`src/rename_params.svh`:
```
// Rename stage early-resolution parameters.
// Shared widths and the squash window length for the resolve unit.

`ifndef RENAME_PARAMS_SVH
`define RENAME_PARAMS_SVH

// Address and data width of the core.
`define XLEN_W 32

// Reorder-buffer tag width, enough for 32 in-flight entries.
`define ROB_TAG_W 5

// Cycles during which rename drops instructions after a redirect.
// Fetch needs this long to refill from the new address.
`define SQUASH_CYCLES 3

`endif
```
`src/rename_pkg.sv`:
```
// Rename stage early-resolution types.
// Opcode and control-state enums plus the instruction, redirect and
// CDB request structs shared by every block of the resolve unit.

`default_nettype none

`include "rename_params.svh"

package rename_pkg;

  typedef enum logic [2:0] {
    OP_NONE   = 3'd0,                      // Nothing for this unit to do.
    OP_BRANCH = 3'd1,                      // Conditional branch.
    OP_JAL    = 3'd2,                      // Direct jump with link.
    OP_JALR   = 3'd3,                      // Register jump with link.
    OP_LUI    = 3'd4,                      // Load upper immediate.
    OP_AUIPC  = 3'd5                       // Add upper immediate to PC.
  } instOp_e;

  typedef enum logic {
    ST_RUN    = 1'b0,                      // Instructions flow normally.
    ST_SQUASH = 1'b1                       // Fetch is refilling after a redirect.
  } ctrlState_e;

  typedef struct packed {
    logic                  valid;          // Decoded instruction present this cycle.
    instOp_e               op;             // Opcode class as seen by this unit.
    logic [`XLEN_W-1:0]    pc;             // Address of the instruction.
    logic [`XLEN_W-1:0]    immExt;         // Sign-extended immediate from decode.
    logic                  predTaken;      // Fetch predicted the branch taken.
    logic [`XLEN_W-1:0]    predictedPC;    // Next PC that fetch actually used.
    logic [`ROB_TAG_W-1:0] robTag;         // Reorder-buffer slot of the instruction.
  } renameInst_t;

  typedef struct packed {
    logic               valid;             // Fetch must restart.
    logic [`XLEN_W-1:0] target;            // Address to restart from.
  } redirect_t;

  typedef struct packed {
    logic                  valid;          // One-cycle strobe to the CDB arbiter.
    logic [`ROB_TAG_W-1:0] robTag;         // Slot that receives the value.
    logic [`XLEN_W-1:0]    value;          // Result broadcast on the bus.
  } cdbReq_t;

endpackage

`default_nettype wire

```
`src/renameResolveTop.sv`:
```
// Rename early-resolution subsystem.
// Resolves JAL and predicted-taken branch targets, produces U-type and link
// results for the CDB, and arbitrates fetch redirects against commit.

`default_nettype none

`include "rename_params.svh"

module renameResolveTop import rename_pkg::*; (
  input  logic                  clk,              // Core clock.
  input  logic                  rstN,             // Synchronous reset, active low.
  input  renameInst_t           inst,             // One decoded instruction per cycle.
  input  redirect_t             commitRedirect,   // Redirect from the commit stage.
  output redirect_t             fetchRedirect,    // Restart request to fetch.
  output cdbReq_t               cdbReq,           // Result strobe to the CDB arbiter.
  output logic [`ROB_TAG_W-1:0] flushTag          // Tag of the latest rename misdirect.
);

  logic               accept;                     // Instruction is live.
  logic               misdirect;                  // Target check failed.
  logic [`XLEN_W-1:0] resolvedTarget;             // PC plus immediate.
  redirect_t          renameRedirect;             // Rename side of the arbiter.

  branchTargetResolve i_branchTargetResolve (
    .inst           (inst),
    .misdirect      (misdirect),
    .resolvedTarget (resolvedTarget)
  );

  renameCtrl i_renameCtrl (
    .clk            (clk),
    .rstN           (rstN),
    .inst           (inst),
    .misdirect      (misdirect),
    .resolvedTarget (resolvedTarget),
    .fetchRedirect  (fetchRedirect),              // Feedback that opens the squash window.
    .accept         (accept),
    .renameRedirect (renameRedirect),
    .flushTag       (flushTag)
  );

  uTypeResult i_uTypeResult (
    .clk    (clk),
    .rstN   (rstN),
    .inst   (inst),
    .accept (accept),
    .cdbReq (cdbReq)
  );

  pcRedirectArbiter i_pcRedirectArbiter (
    .clk            (clk),
    .rstN           (rstN),
    .commitRedirect (commitRedirect),
    .renameRedirect (renameRedirect),
    .fetchRedirect  (fetchRedirect)
  );

endmodule

`default_nettype wire

```
`src/renameCtrl.sv`:
```
// Rename resolve control.
// Decides which instructions are live, squashes the cycles after each
// redirect while fetch refills, forms the rename redirect and records the
// ROB tag of the latest rename misdirect.

`default_nettype none

`include "rename_params.svh"

module renameCtrl import rename_pkg::*; (
  input  logic                  clk,              // Core clock.
  input  logic                  rstN,             // Synchronous reset, active low.
  input  renameInst_t           inst,             // Decoded instruction from rename.
  input  logic                  misdirect,        // Target check failed.
  input  logic [`XLEN_W-1:0]    resolvedTarget,   // Correct target from the adder.
  input  redirect_t             fetchRedirect,    // Arbiter output, starts a squash.
  output logic                  accept,           // Instruction is live this cycle.
  output redirect_t             renameRedirect,   // Request to the arbiter.
  output logic [`ROB_TAG_W-1:0] flushTag          // Tag of the latest rename misdirect.
);

  localparam int CntW = $clog2(`SQUASH_CYCLES + 1); // Wide enough for the full window.

  // The redirect cycle itself squashes through fetchRedirect.valid.
  // The counter only covers the cycles that remain after it.
  localparam logic [CntW-1:0] ReloadCnt = CntW'(`SQUASH_CYCLES - 1);

  ctrlState_e            state;                   // Current control state.
  ctrlState_e            stateNext;               // State for the next cycle.
  logic [CntW-1:0]       squashCnt;               // Squash cycles still to come.
  logic [CntW-1:0]       squashCntNext;           // Counter value for the next cycle.
  logic                  acceptedMisdirect;       // Live instruction went the wrong way.
  logic [`ROB_TAG_W-1:0] flushTagQ;               // Register behind flushTag.

  // Fetch output of the redirect cycle is already stale, so it is dropped too.
  assign accept = inst.valid && (state == ST_RUN) && !fetchRedirect.valid;

  assign acceptedMisdirect = accept && misdirect;

  assign renameRedirect = '{valid: acceptedMisdirect, target: resolvedTarget};

  always_comb begin
    stateNext     = state;
    squashCntNext = squashCnt;
    if (fetchRedirect.valid) begin                // Any redirect restarts the window.
      stateNext     = (ReloadCnt != '0) ? ST_SQUASH : ST_RUN;
      squashCntNext = ReloadCnt;
    end else if (state == ST_SQUASH) begin
      squashCntNext = squashCnt - 1'b1;
      if (squashCnt <= CntW'(1)) begin            // This was the last squashed cycle.
        stateNext     = ST_RUN;
        squashCntNext = '0;
      end
    end
  end

  always_ff @(posedge clk) begin
    if (!rstN) begin
      state     <= ST_RUN;
      squashCnt <= '0;
    end else begin
      state     <= stateNext;
      squashCnt <= squashCntNext;
    end
  end

  // flushTag is kept even when a commit redirect wins the same cycle.
  always_ff @(posedge clk) begin
    if (!rstN) begin
      flushTagQ <= '0;
    end else if (acceptedMisdirect) begin
      flushTagQ <= inst.robTag;                   // ROB drops everything younger than this.
    end
  end

  assign flushTag = flushTagQ;

endmodule

`default_nettype wire

```
`src/pcRedirectArbiter.sv`:
```
// PC redirect arbiter.
// Fixed priority select between the commit stage and rename. Commit always
// wins because its redirect comes from an older instruction.

`default_nettype none

`include "rename_params.svh"

module pcRedirectArbiter import rename_pkg::*; (
  input  logic      clk,                          // Core clock.
  input  logic      rstN,                         // Synchronous reset, active low.
  input  redirect_t commitRedirect,               // Redirect from the commit stage.
  input  redirect_t renameRedirect,               // Redirect from early resolution.
  output redirect_t fetchRedirect                 // Registered one-cycle redirect to fetch.
);

  redirect_t          winner;                     // Result of the priority select.
  logic               validQ;                     // Redirect strobe register.
  logic [`XLEN_W-1:0] targetQ;                    // Registered restart address.

  always_comb begin
    winner = renameRedirect;
    if (commitRedirect.valid) begin
      winner = commitRedirect;                    // A younger rename redirect is dropped.
    end
  end

  always_ff @(posedge clk) begin
    if (!rstN) begin
      validQ <= 1'b0;
    end else begin
      validQ <= winner.valid;                     // Holds for one cycle only.
    end
  end

  always_ff @(posedge clk) begin
    targetQ <= winner.target;                     // Ignored by fetch unless validQ is set.
  end

  // Fetch sees the redirect one cycle after the deciding edge.
  assign fetchRedirect = '{valid: validQ, target: targetQ};

endmodule

`default_nettype wire

```
`src/uTypeResult.sv`:
```
// U-type and link value unit.
// LUI, AUIPC, JAL and JALR need no source operands, so their results are
// formed in rename and sent to the CDB one cycle later with the ROB tag.

`default_nettype none

`include "rename_params.svh"

module uTypeResult import rename_pkg::*; (
  input  logic        clk,                        // Core clock.
  input  logic        rstN,                       // Synchronous reset, active low.
  input  renameInst_t inst,                       // Decoded instruction from rename.
  input  logic        accept,                     // Instruction is live this cycle.
  output cdbReq_t     cdbReq                      // Registered CDB request.
);

  logic                  producesValue;           // Opcode writes a destination register.
  logic [`XLEN_W-1:0]    resultNext;              // Value selected for this instruction.
  logic                  validQ;                  // Strobe register.
  logic [`ROB_TAG_W-1:0] robTagQ;                 // Tag held with the value.
  logic [`XLEN_W-1:0]    valueQ;                  // Value held for the bus.

  always_comb begin
    producesValue = 1'b1;
    resultNext    = inst.pc + `XLEN_W'd4;         // Link address is the default.
    unique case (inst.op)
      OP_LUI:          resultNext = inst.immExt;  // Immediate already shifted by decode.
      OP_AUIPC:        resultNext = inst.pc + inst.immExt;
      OP_JAL, OP_JALR: resultNext = inst.pc + `XLEN_W'd4;
      default:         producesValue = 1'b0;      // Branches and others write nothing.
    endcase
  end

  always_ff @(posedge clk) begin
    if (!rstN) begin
      validQ <= 1'b0;
    end else begin
      validQ <= accept && producesValue;          // Pulses for one cycle per instruction.
    end
  end

  // Payload is only meaningful while validQ is high.
  always_ff @(posedge clk) begin
    robTagQ <= inst.robTag;
    valueQ  <= resultNext;
  end

  assign cdbReq = '{valid: validQ, robTag: robTagQ, value: valueQ};

endmodule

`default_nettype wire

```
`src/branchTargetResolve.sv`:
```
// Early branch target resolution.
// Adds PC and immediate for JAL and predicted-taken branches and flags
// a misdirect when fetch went somewhere else. Purely combinational.

`default_nettype none

`include "rename_params.svh"

module branchTargetResolve import rename_pkg::*; (
  input  renameInst_t        inst,              // Decoded instruction from rename.
  output logic               misdirect,         // Fetch followed the wrong path.
  output logic [`XLEN_W-1:0] resolvedTarget     // PC plus extended immediate.
);

  logic isJal;                                  // Jump with a known target.
  logic isTakenBranch;                          // Branch that fetch followed as taken.
  logic checksTarget;                           // Opcode whose target is verified here.
  logic targetDiffers;                          // Sum disagrees with the prediction.

  // The adder runs on every opcode. Only the compare result is qualified.
  assign resolvedTarget = inst.pc + inst.immExt;

  always_comb begin
    isJal         = (inst.op == OP_JAL);
    isTakenBranch = (inst.op == OP_BRANCH) && inst.predTaken; // Not-taken ones wait for execute.
    checksTarget  = isJal || isTakenBranch;
    targetDiffers = (resolvedTarget != inst.predictedPC);
    misdirect     = checksTarget && targetDiffers;       // Liveness is checked by renameCtrl.
  end

  // JALR targets depend on a register operand.
  // They are resolved later in the pipeline, so JALR never misdirects here.

endmodule

`default_nettype wire

```
`config.mk`:
```
export PLATFORM = sky130hd
export DESIGN_NAME = renameResolveTop
export DESIGN_NICKNAME = d
export VERILOG_FILES = /design/src/rename_pkg.sv /design/src/renameResolveTop.sv /design/src/renameCtrl.sv /design/src/pcRedirectArbiter.sv /design/src/uTypeResult.sv /design/src/branchTargetResolve.sv
export VERILOG_INCLUDE_DIRS = /design/src
export SDC_FILE = /design/constraint.sdc
export NUM_CORES = 1
export LEC_CHECK = 0
export BUFFER_PORTS_ARGS = -buffer_cell sky130_fd_sc_hd__buf_2
export CORE_ASPECT_RATIO = 1.5
export CORE_MARGIN = 2
export CORE_UTILIZATION = 48
export DETAILED_ROUTE_END_ITERATION = 12
export MAX_ROUTING_LAYER = met4
export PLACE_DENSITY_LB_ADDON = 0.12
export SLEW_MARGIN = 0
export SYNTH_ARGS = -nofsm -noshare
export SYNTH_HDL_FRONTEND = slang
export SYNTH_HIERARCHICAL = 1
export SYNTH_SLANG_ARGS = --single-unit
```
`constraint.sdc`:
```
create_clock -name clk -period 4.9 [get_ports clk]
set_input_delay 0.735 -clock clk [delete_from_list [all_inputs] [get_ports clk]]
set_output_delay 0.735 -clock clk [all_outputs]
set_load 0.01 [all_outputs]
```
==> results.tsv, run 1 <==
stage	metric	value	unit
yosys	synth_compound_area_frac	0.221	
setup_path	ff2ff_setup_slack	3.78	ns
global_routing	grt_usage	0.265	
yosys	synth.distinct_cells	90	
placement	buffer_ports.inserted	216	
cts	clkTransAtPathRegs	0.07	ns
layout	antennaDiodeCount	0	
yosys	yosysWarningCount	6	
layout	fillers	1604	
yosys	syn_nets	1147	
cts	cts_tree	done	
cts	cts_buffer_depth	2	
timing	rsz0062_at_grt	false	
placement	post-place-ws	0.236	ns
global_routing	antenna_found_initial	0	
timing	skew	0.0103	ns
setup_path	critPathRequiredTime	5.15	ns
route	avgRoutedWirePerCell	17.5	µm
power	p_per_area	267	nW/µm²
yosys	synthTopCellsByArea	dfxtp_1 20%, ha_1 9.8%, xnor2_1 7.9%	
route	avgViaCountPerCell	5.74	
layout	final_nets	1308	
setup_path	cp-start-kind	input pin	
timing	slew_violations	0	
route	drt-total-wl	23.0	mm
cts	numCtsBuffers	9	
run	cap_violations	0	
yosys	synth_seq_cells	79	
timing	period_minus_slack	4.32	ns
route	antenna_left	0	
floorplanning	coreArea	16300	µm²
global_routing	grt_max_degree	50	
layout	multiInputGateArea	5840	µm²
yosys	synthAdderAreaFrac	0.104	
yosys	synthesis.area	8000	µm²
route	drc	0	
timing	setup_ws	0.584	ns
global_routing	grt_pass1_wl	36.2	mm
yosys	synthSimpleGateAreaFrac	0.182	
floorplanning	start_util	0.492	
floorplanning	die-area	17700	µm²
timing	fin_crit_sh	0.881	
yosys	synthFlopType	dfxtp_1	
layout	fin_util	0.564	
timing	relSlewSlack	0.498	
global_routing	overflow	0	
yosys	avgSynthCellArea	8.50	µm²
yosys	synth_cells	941	
timing	max_freq	232	MHz
power	ir_drop	0.000204	V
cts	post_cts_buffers	0	
layout	seqCellArea	1580	µm²
yosys	async_reset_ff_frac	0	
yosys	synth_top_family_by_area	compound AO/OA/AOI/OAI gates	
power	finalPower	2450	µW
run_status	status	finished clean	
route	first_pass_iters	5	
floorplanning	rows	57	
setup_path	end_kind	flip-flop	
timing	tns	0	ns
yosys	yosys.area.top_type	dfxtp_1	
global_routing	first_global_vias	7227	
timing	hold_viol_final	0	
floorplanning	die-width	109	µm
setup_path	crit_type	in2reg	
yosys	synth_commonest_cells	87 x nand2_1, 79 x dfxtp_1, 72 x xnor2_1	
placement	dp_hpwl	18.7	mm
layout	areaGrowthSynthToFinish	14.6	%
cts	htree_levels	3	
route	drt_iter0_drc	455	
layout	drive_above_1_share	0.291	
setup_path	path_max_fanout	11	
route	route.vias.total	7540	
setup_path	crit_arrival	4.56	ns
timing	worst_pin_slew	0.752	ns
placement	finalWeightedCongestion	0.998	
yosys	synth_xor_xnor_area_share	0.132	
yosys	synth_most_common_cell	nand2_1	
yosys	yosys.area.top_type_share	0.198	
yosys	synth-edff-count	0	
cts	hold_buffers	0	
yosys	synth_mux_area_frac	0.0916	
yosys	yosysSeqAreaShare	0.198	
floorplanning	ios	217	
power	power.leakage	0.00421	µW
cts	cts_sinks	79	
cts	cts_resized	0	
floorplanning	die_y	162	µm
cts	clkLatencyLatePin	0.36	ns
cts	root_buffer	clkbuf_16	
hold_path	min_path_type	reg2reg	
timing	setup_viol	0	
[metrics by stage]
step / instance area [µm²] / std cells / hold WS, ns
floorplan: 8000 / 941 / 0.473
global placement: 8880 / 1297 / 0.437
detailed placement: 8880 / 1297 / 0.441
CTS: 9170 / 1313 / 0.451
global route: 9170 / 1313 / 0.463
finish: 9170 / 1313 / 0.449
[registers in the layout, summed over array words and instances, names as in the netlist]
register / flops
i_uTypeResult/validQ: 1
i_renameCtrl/state: 1
i_renameCtrl/flushTag: 5
i_uTypeResult/robTagQ: 5
i_renameCtrl/squashCnt: 2
i_uTypeResult/valueQ: 32
i_pcRedirectArbiter/targetQ: 32
i_pcRedirectArbiter/validQ: 1
[path summary, 6_finish.rpt]
kind	from	endpoint	depth (start not counted)
max reg2reg	i_pcRedirectArbiter/validQ$_SDFF_PN0_	i_renameCtrl/flushTag[2]$_SDFFE_PN0P_	3
max	inst[38]	i_pcRedirectArbiter/validQ$_SDFF_PN0_	15
min	i_renameCtrl/flushTag[3]$_SDFFE_PN0P_	i_renameCtrl/flushTag[3]$_SDFFE_PN0P_	2
min reg2reg	i_renameCtrl/flushTag[3]$_SDFFE_PN0P_	i_renameCtrl/flushTag[3]$_SDFFE_PN0P_	2
[layer usage]
layer  routed length, µm  GRT usage  part of all wire
met5                   0          -                 0
met4                 420     0.0719             0.018
met3                1330     0.0341             0.058
met2               11200      0.441              0.49
met1               10000      0.335              0.43
[report_power, final]
part | leakage [µW] | internal [µW] | total (µW) | switching (µW)
clock network | 0.000135 | 353 | 673 | 319
registers | 0.000664 | 719 | 736 | 17.8
logic | 0.00341 | 466 | 1040 | 571
[critical path, stage by stage]
cell and delay [ns]:
buf_2 0.12, ha_1 0.23, fa_1 0.43, a211o_1 0.27
o2111a_1 0.15, o31a_1 0.35, nor2_1 0.24, a31oi_1 0.25
xor2_1 0.31, xnor2_1 0.16, o2111a_1 0.20, nand4_1 0.14
o41a_1 0.46, and4bb_1 0.31, o21a_1 0.20
[logic make-up (layout without fill, tap and decap cells)]
kind of cell    count (synthesis)  after routing
flops                          79             79
compound gates                256            256
buf+inv                        87            253
mux                            58             58
simple gates                  280            280
xor+xnor                      116            116
fa+ha+maj                      65             65
[area by class of cell]
| type | instances | share of cell area |
|---|---|---|
| repair buffers | 226 | 0.126 |
| clock inverters | 7 | 0.00723 |
| flip-flops and latches | 79 | 0.172 |
| clock buffers | 9 | 0.0246 |
| inverters | 11 | 0.00450 |
| multi-input cells | 775 | 0.637 |
| well taps | 206 | 0.0281 |
[cells in the final DEF, fill, tap and decap left out, drive strengths merged, types with 23 or more instances in the layout]
| master | n |
|---|---|
| a21o | 29 |
| nand4 | 23 |
| dfxtp | 79 |
| xor2 | 41 |
| nor2 | 50 |
| o21ai | 65 |
| nand3 | 26 |
| mux2i | 23 |
| ha | 63 |
| a21oi | 72 |
| xnor2 | 72 |
| buf | 226 |
| nand2 | 88 |
| mux2 | 35 |
Note: power is estimated with default switching activity, not from simulation.
==> inputs of run 2 (changes only) <==
Settings changed: CTS_CLUSTER_SIZE from default to 40, RECOVER_POWER from default to 25.
==> run 2 against run 1 <==
The flow now finishes with violations (capacitance limit, slew limit). Fmax barely moved. Combinational power about the same. Critical path depth is the same. Largest cell class unchanged. Sequential power about the same. Largest power group unchanged. Cell area down 0.53%.
==> results.tsv, run 2 (synthesized netlist as in run 1, its figures left out) <==
stage	metric	value	unit
run_status	violations	capacitance limit, slew limit	
placement	dp_hpwl	18.7	mm
route	route.vias.total	7517	
timing	fin_crit_sh	0.880	
cts	numCtsBuffers	9	
power	p_per_area	268	nW/µm²
global_routing	grt_usage	0.265	
route	first_pass_iters	5	
setup_path	path_common_cell	o2111a_1	
global_routing	grt_pass1_wl	36.2	mm
floorplanning	coreArea	16300	µm²
setup_path	worstPathCellList	buf_2 > ha_1 > fa_1 > a211o_1 > o2111a_1 > o31a_1 > nor2_1 > a31oi_1 > xor2_1 > xnor2_1 > o2111a_1 > nand4_1 > o41a_1 > and4bb_1 > o21a_1	
setup_path	path_max_fanout	11	
timing	setup_viol	0	
timing	period_minus_slack	4.31	ns
setup_path	crit_arrival	4.56	ns
timing	worst_pin_slew	2.40	ns
power	ir_drop	0.000203	V
route	antenna_left	0	
placement	finalWeightedCongestion	0.998	
cts	cts_sinks	79	
setup_path	end_kind	flip-flop	
setup_path	critPathRequiredTime	5.14	ns
setup_path	cp_num_buf_inv	1	
cts	clkTransAtPathRegs	0.07	ns
layout	final_area	9120	µm²
layout	reg_top3	i_pcRedirectArbiter/targetQ: 32 flops, i_uTypeResult/valueQ: 32 flops	
cts	hold_buffers	0	
floorplanning	die-width	109	µm
route	avgViaCountPerCell	5.73	
power	swShare	0.373	
placement	dpl_cell_area	8880	µm²
placement	buffer_ports.inserted	216	
layout	final_cell_mix	183 x buf_2, 87 x nand2_1, 79 x dfxtp_1	
setup_path	cp_slowest_cell	o41a_1	
layout	mostFrequentLayoutCell	buf_2	
power	p_switching	911	µW
run_status	status	finished, violations left	
cts	clkLatencyLatePin	0.36	ns
power	combinationalPowerShare	0.422	
cts	cts_resized	0	
floorplanning	die-area	17700	µm²
floorplanning	rows	57	
layout	drive_above_1_share	0.259	
global_routing	grt_max_degree	50	
layout	antennaDiodeCount	0	
route	avgRoutedWirePerCell	17.5	µm
cts	htree_levels	3	
timing	rsz0062_at_grt	false	
global_routing	antenna_found_initial	0	
cts	root_buffer	clkbuf_16	
layout	areaGrowthSynthToFinish	14.0	%
placement	post-place-ws	0.236	ns
global_routing	overflow	0	
power	power.leakage	0.00411	µW
setup_path	cp-start-kind	input pin	
route	drt_iter0_drc	453	
cts	cts_tree	done	
timing	relSlewSlack	-0.597	
setup_path	max_stage_delay	0.46	ns
cts	post_cts_buffers	0	
layout	final_nets	1308	
setup_path	critPathTopFamily	compound AO/OA/AOI/OAI gates	
timing	hold_viol_final	0	
route	drc	0	
timing	setup_ws	0.586	ns
timing	slew_violations	84	
floorplanning	ios	217	
power	p_int	1530	µW
floorplanning	start_util	0.492	
timing	max_freq	232	MHz
timing	skew	0.0103	ns
run	cap_violations	2	
hold_path	min_path_type	reg2reg	
global_routing	first_global_vias	7227	
cts	cts_buffer_depth	2	
route	drt-total-wl	23.0	mm
timing	tns	0	ns
power	seqPwrFrac	0.302	
power	pwr-share-clk	0.276	
setup_path	crit_type	in2reg	
floorplanning	die_y	162	µm
run 2: cell types whose count changed in the layout (fill, tap and decap cells not counted):
| cell | before | now |
|---|---|---|
| clkbuf_1 | 0 | 35 |
| buf_2 | 216 | 183 |
| buf_4 | 10 | 8 |
run 2: area by class of cell:
| cell class | instances | area, µm² |
|---|---|---|
| Fill cell | 1627 | 7140 |
| Inverter | 11 | 41.3 |
| Clock buffer | 9 | 225 |
| Timing Repair Buffer | 226 | 1110 |
| Multi-Input combinational cell | 775 | 5840 |
| Tap cell | 206 | 258 |
| Sequential cell | 79 | 1580 |
| Clock inverter | 7 | 66.3 |
run 2: power by group through the flow:
stage                     clock network, µW  registers (µW)  logic, µW
after floorplan                           0             794        755
after global routing                    716             746       1130
after detailed placement                  0             752       1030
final                                   674             738       1030
after global placement                    0             750       1030
after CTS                               692             737       1040
run 2: layer usage:
metal  routed length (µm)  vias up  part of all wire  track usage
met2                11200      260              0.49        0.441
met4                  421        0             0.018       0.0719
met3                 1340       32             0.058       0.0341
met1                10000     3484              0.43        0.335
met5                    0        -                 0            -
li1                     -     3741                 -            -
run 2: tightest hold or removal path, stage by stage, from the launching register on:
cell and delay [ns]:
dfxtp_1 0.31, nand2_1 0.05, o21ai_1 0.05
run 2: per-stage QoR:
stage	power [µW]	hold slack, ns	utilization	std cells
2_1_floorplan	1550	0.473	-	941
3_3_place_gp	1780	0.437	0.546	1297
3_5_place_dp	1780	0.441	0.546	1297
4_1_cts	2470	0.451	0.564	1313
5_1_grt	2590	0.463	0.561	1313
6_report	2440	0.447	0.561	1313
run 2: final timing paths:
| kind | end | cells after the start | slack (ns) | startpoint |
|---|---|---|---|---|
| setup / recovery | i_pcRedirectArbiter/validQ$_SDFF_PN0_ | 15 | 0.59 | inst[38] |
| setup reg to reg | i_renameCtrl/flushTag[2]$_SDFFE_PN0P_ | 3 | 3.76 | i_pcRedirectArbiter/validQ$_SDFF_PN0_ |
| hold reg to reg | i_renameCtrl/flushTag[3]$_SDFFE_PN0P_ | 2 | 0.45 | i_renameCtrl/flushTag[3]$_SDFFE_PN0P_ |
| hold / removal | i_renameCtrl/flushTag[3]$_SDFFE_PN0P_ | 2 | 0.45 | i_renameCtrl/flushTag[3]$_SDFFE_PN0P_ |
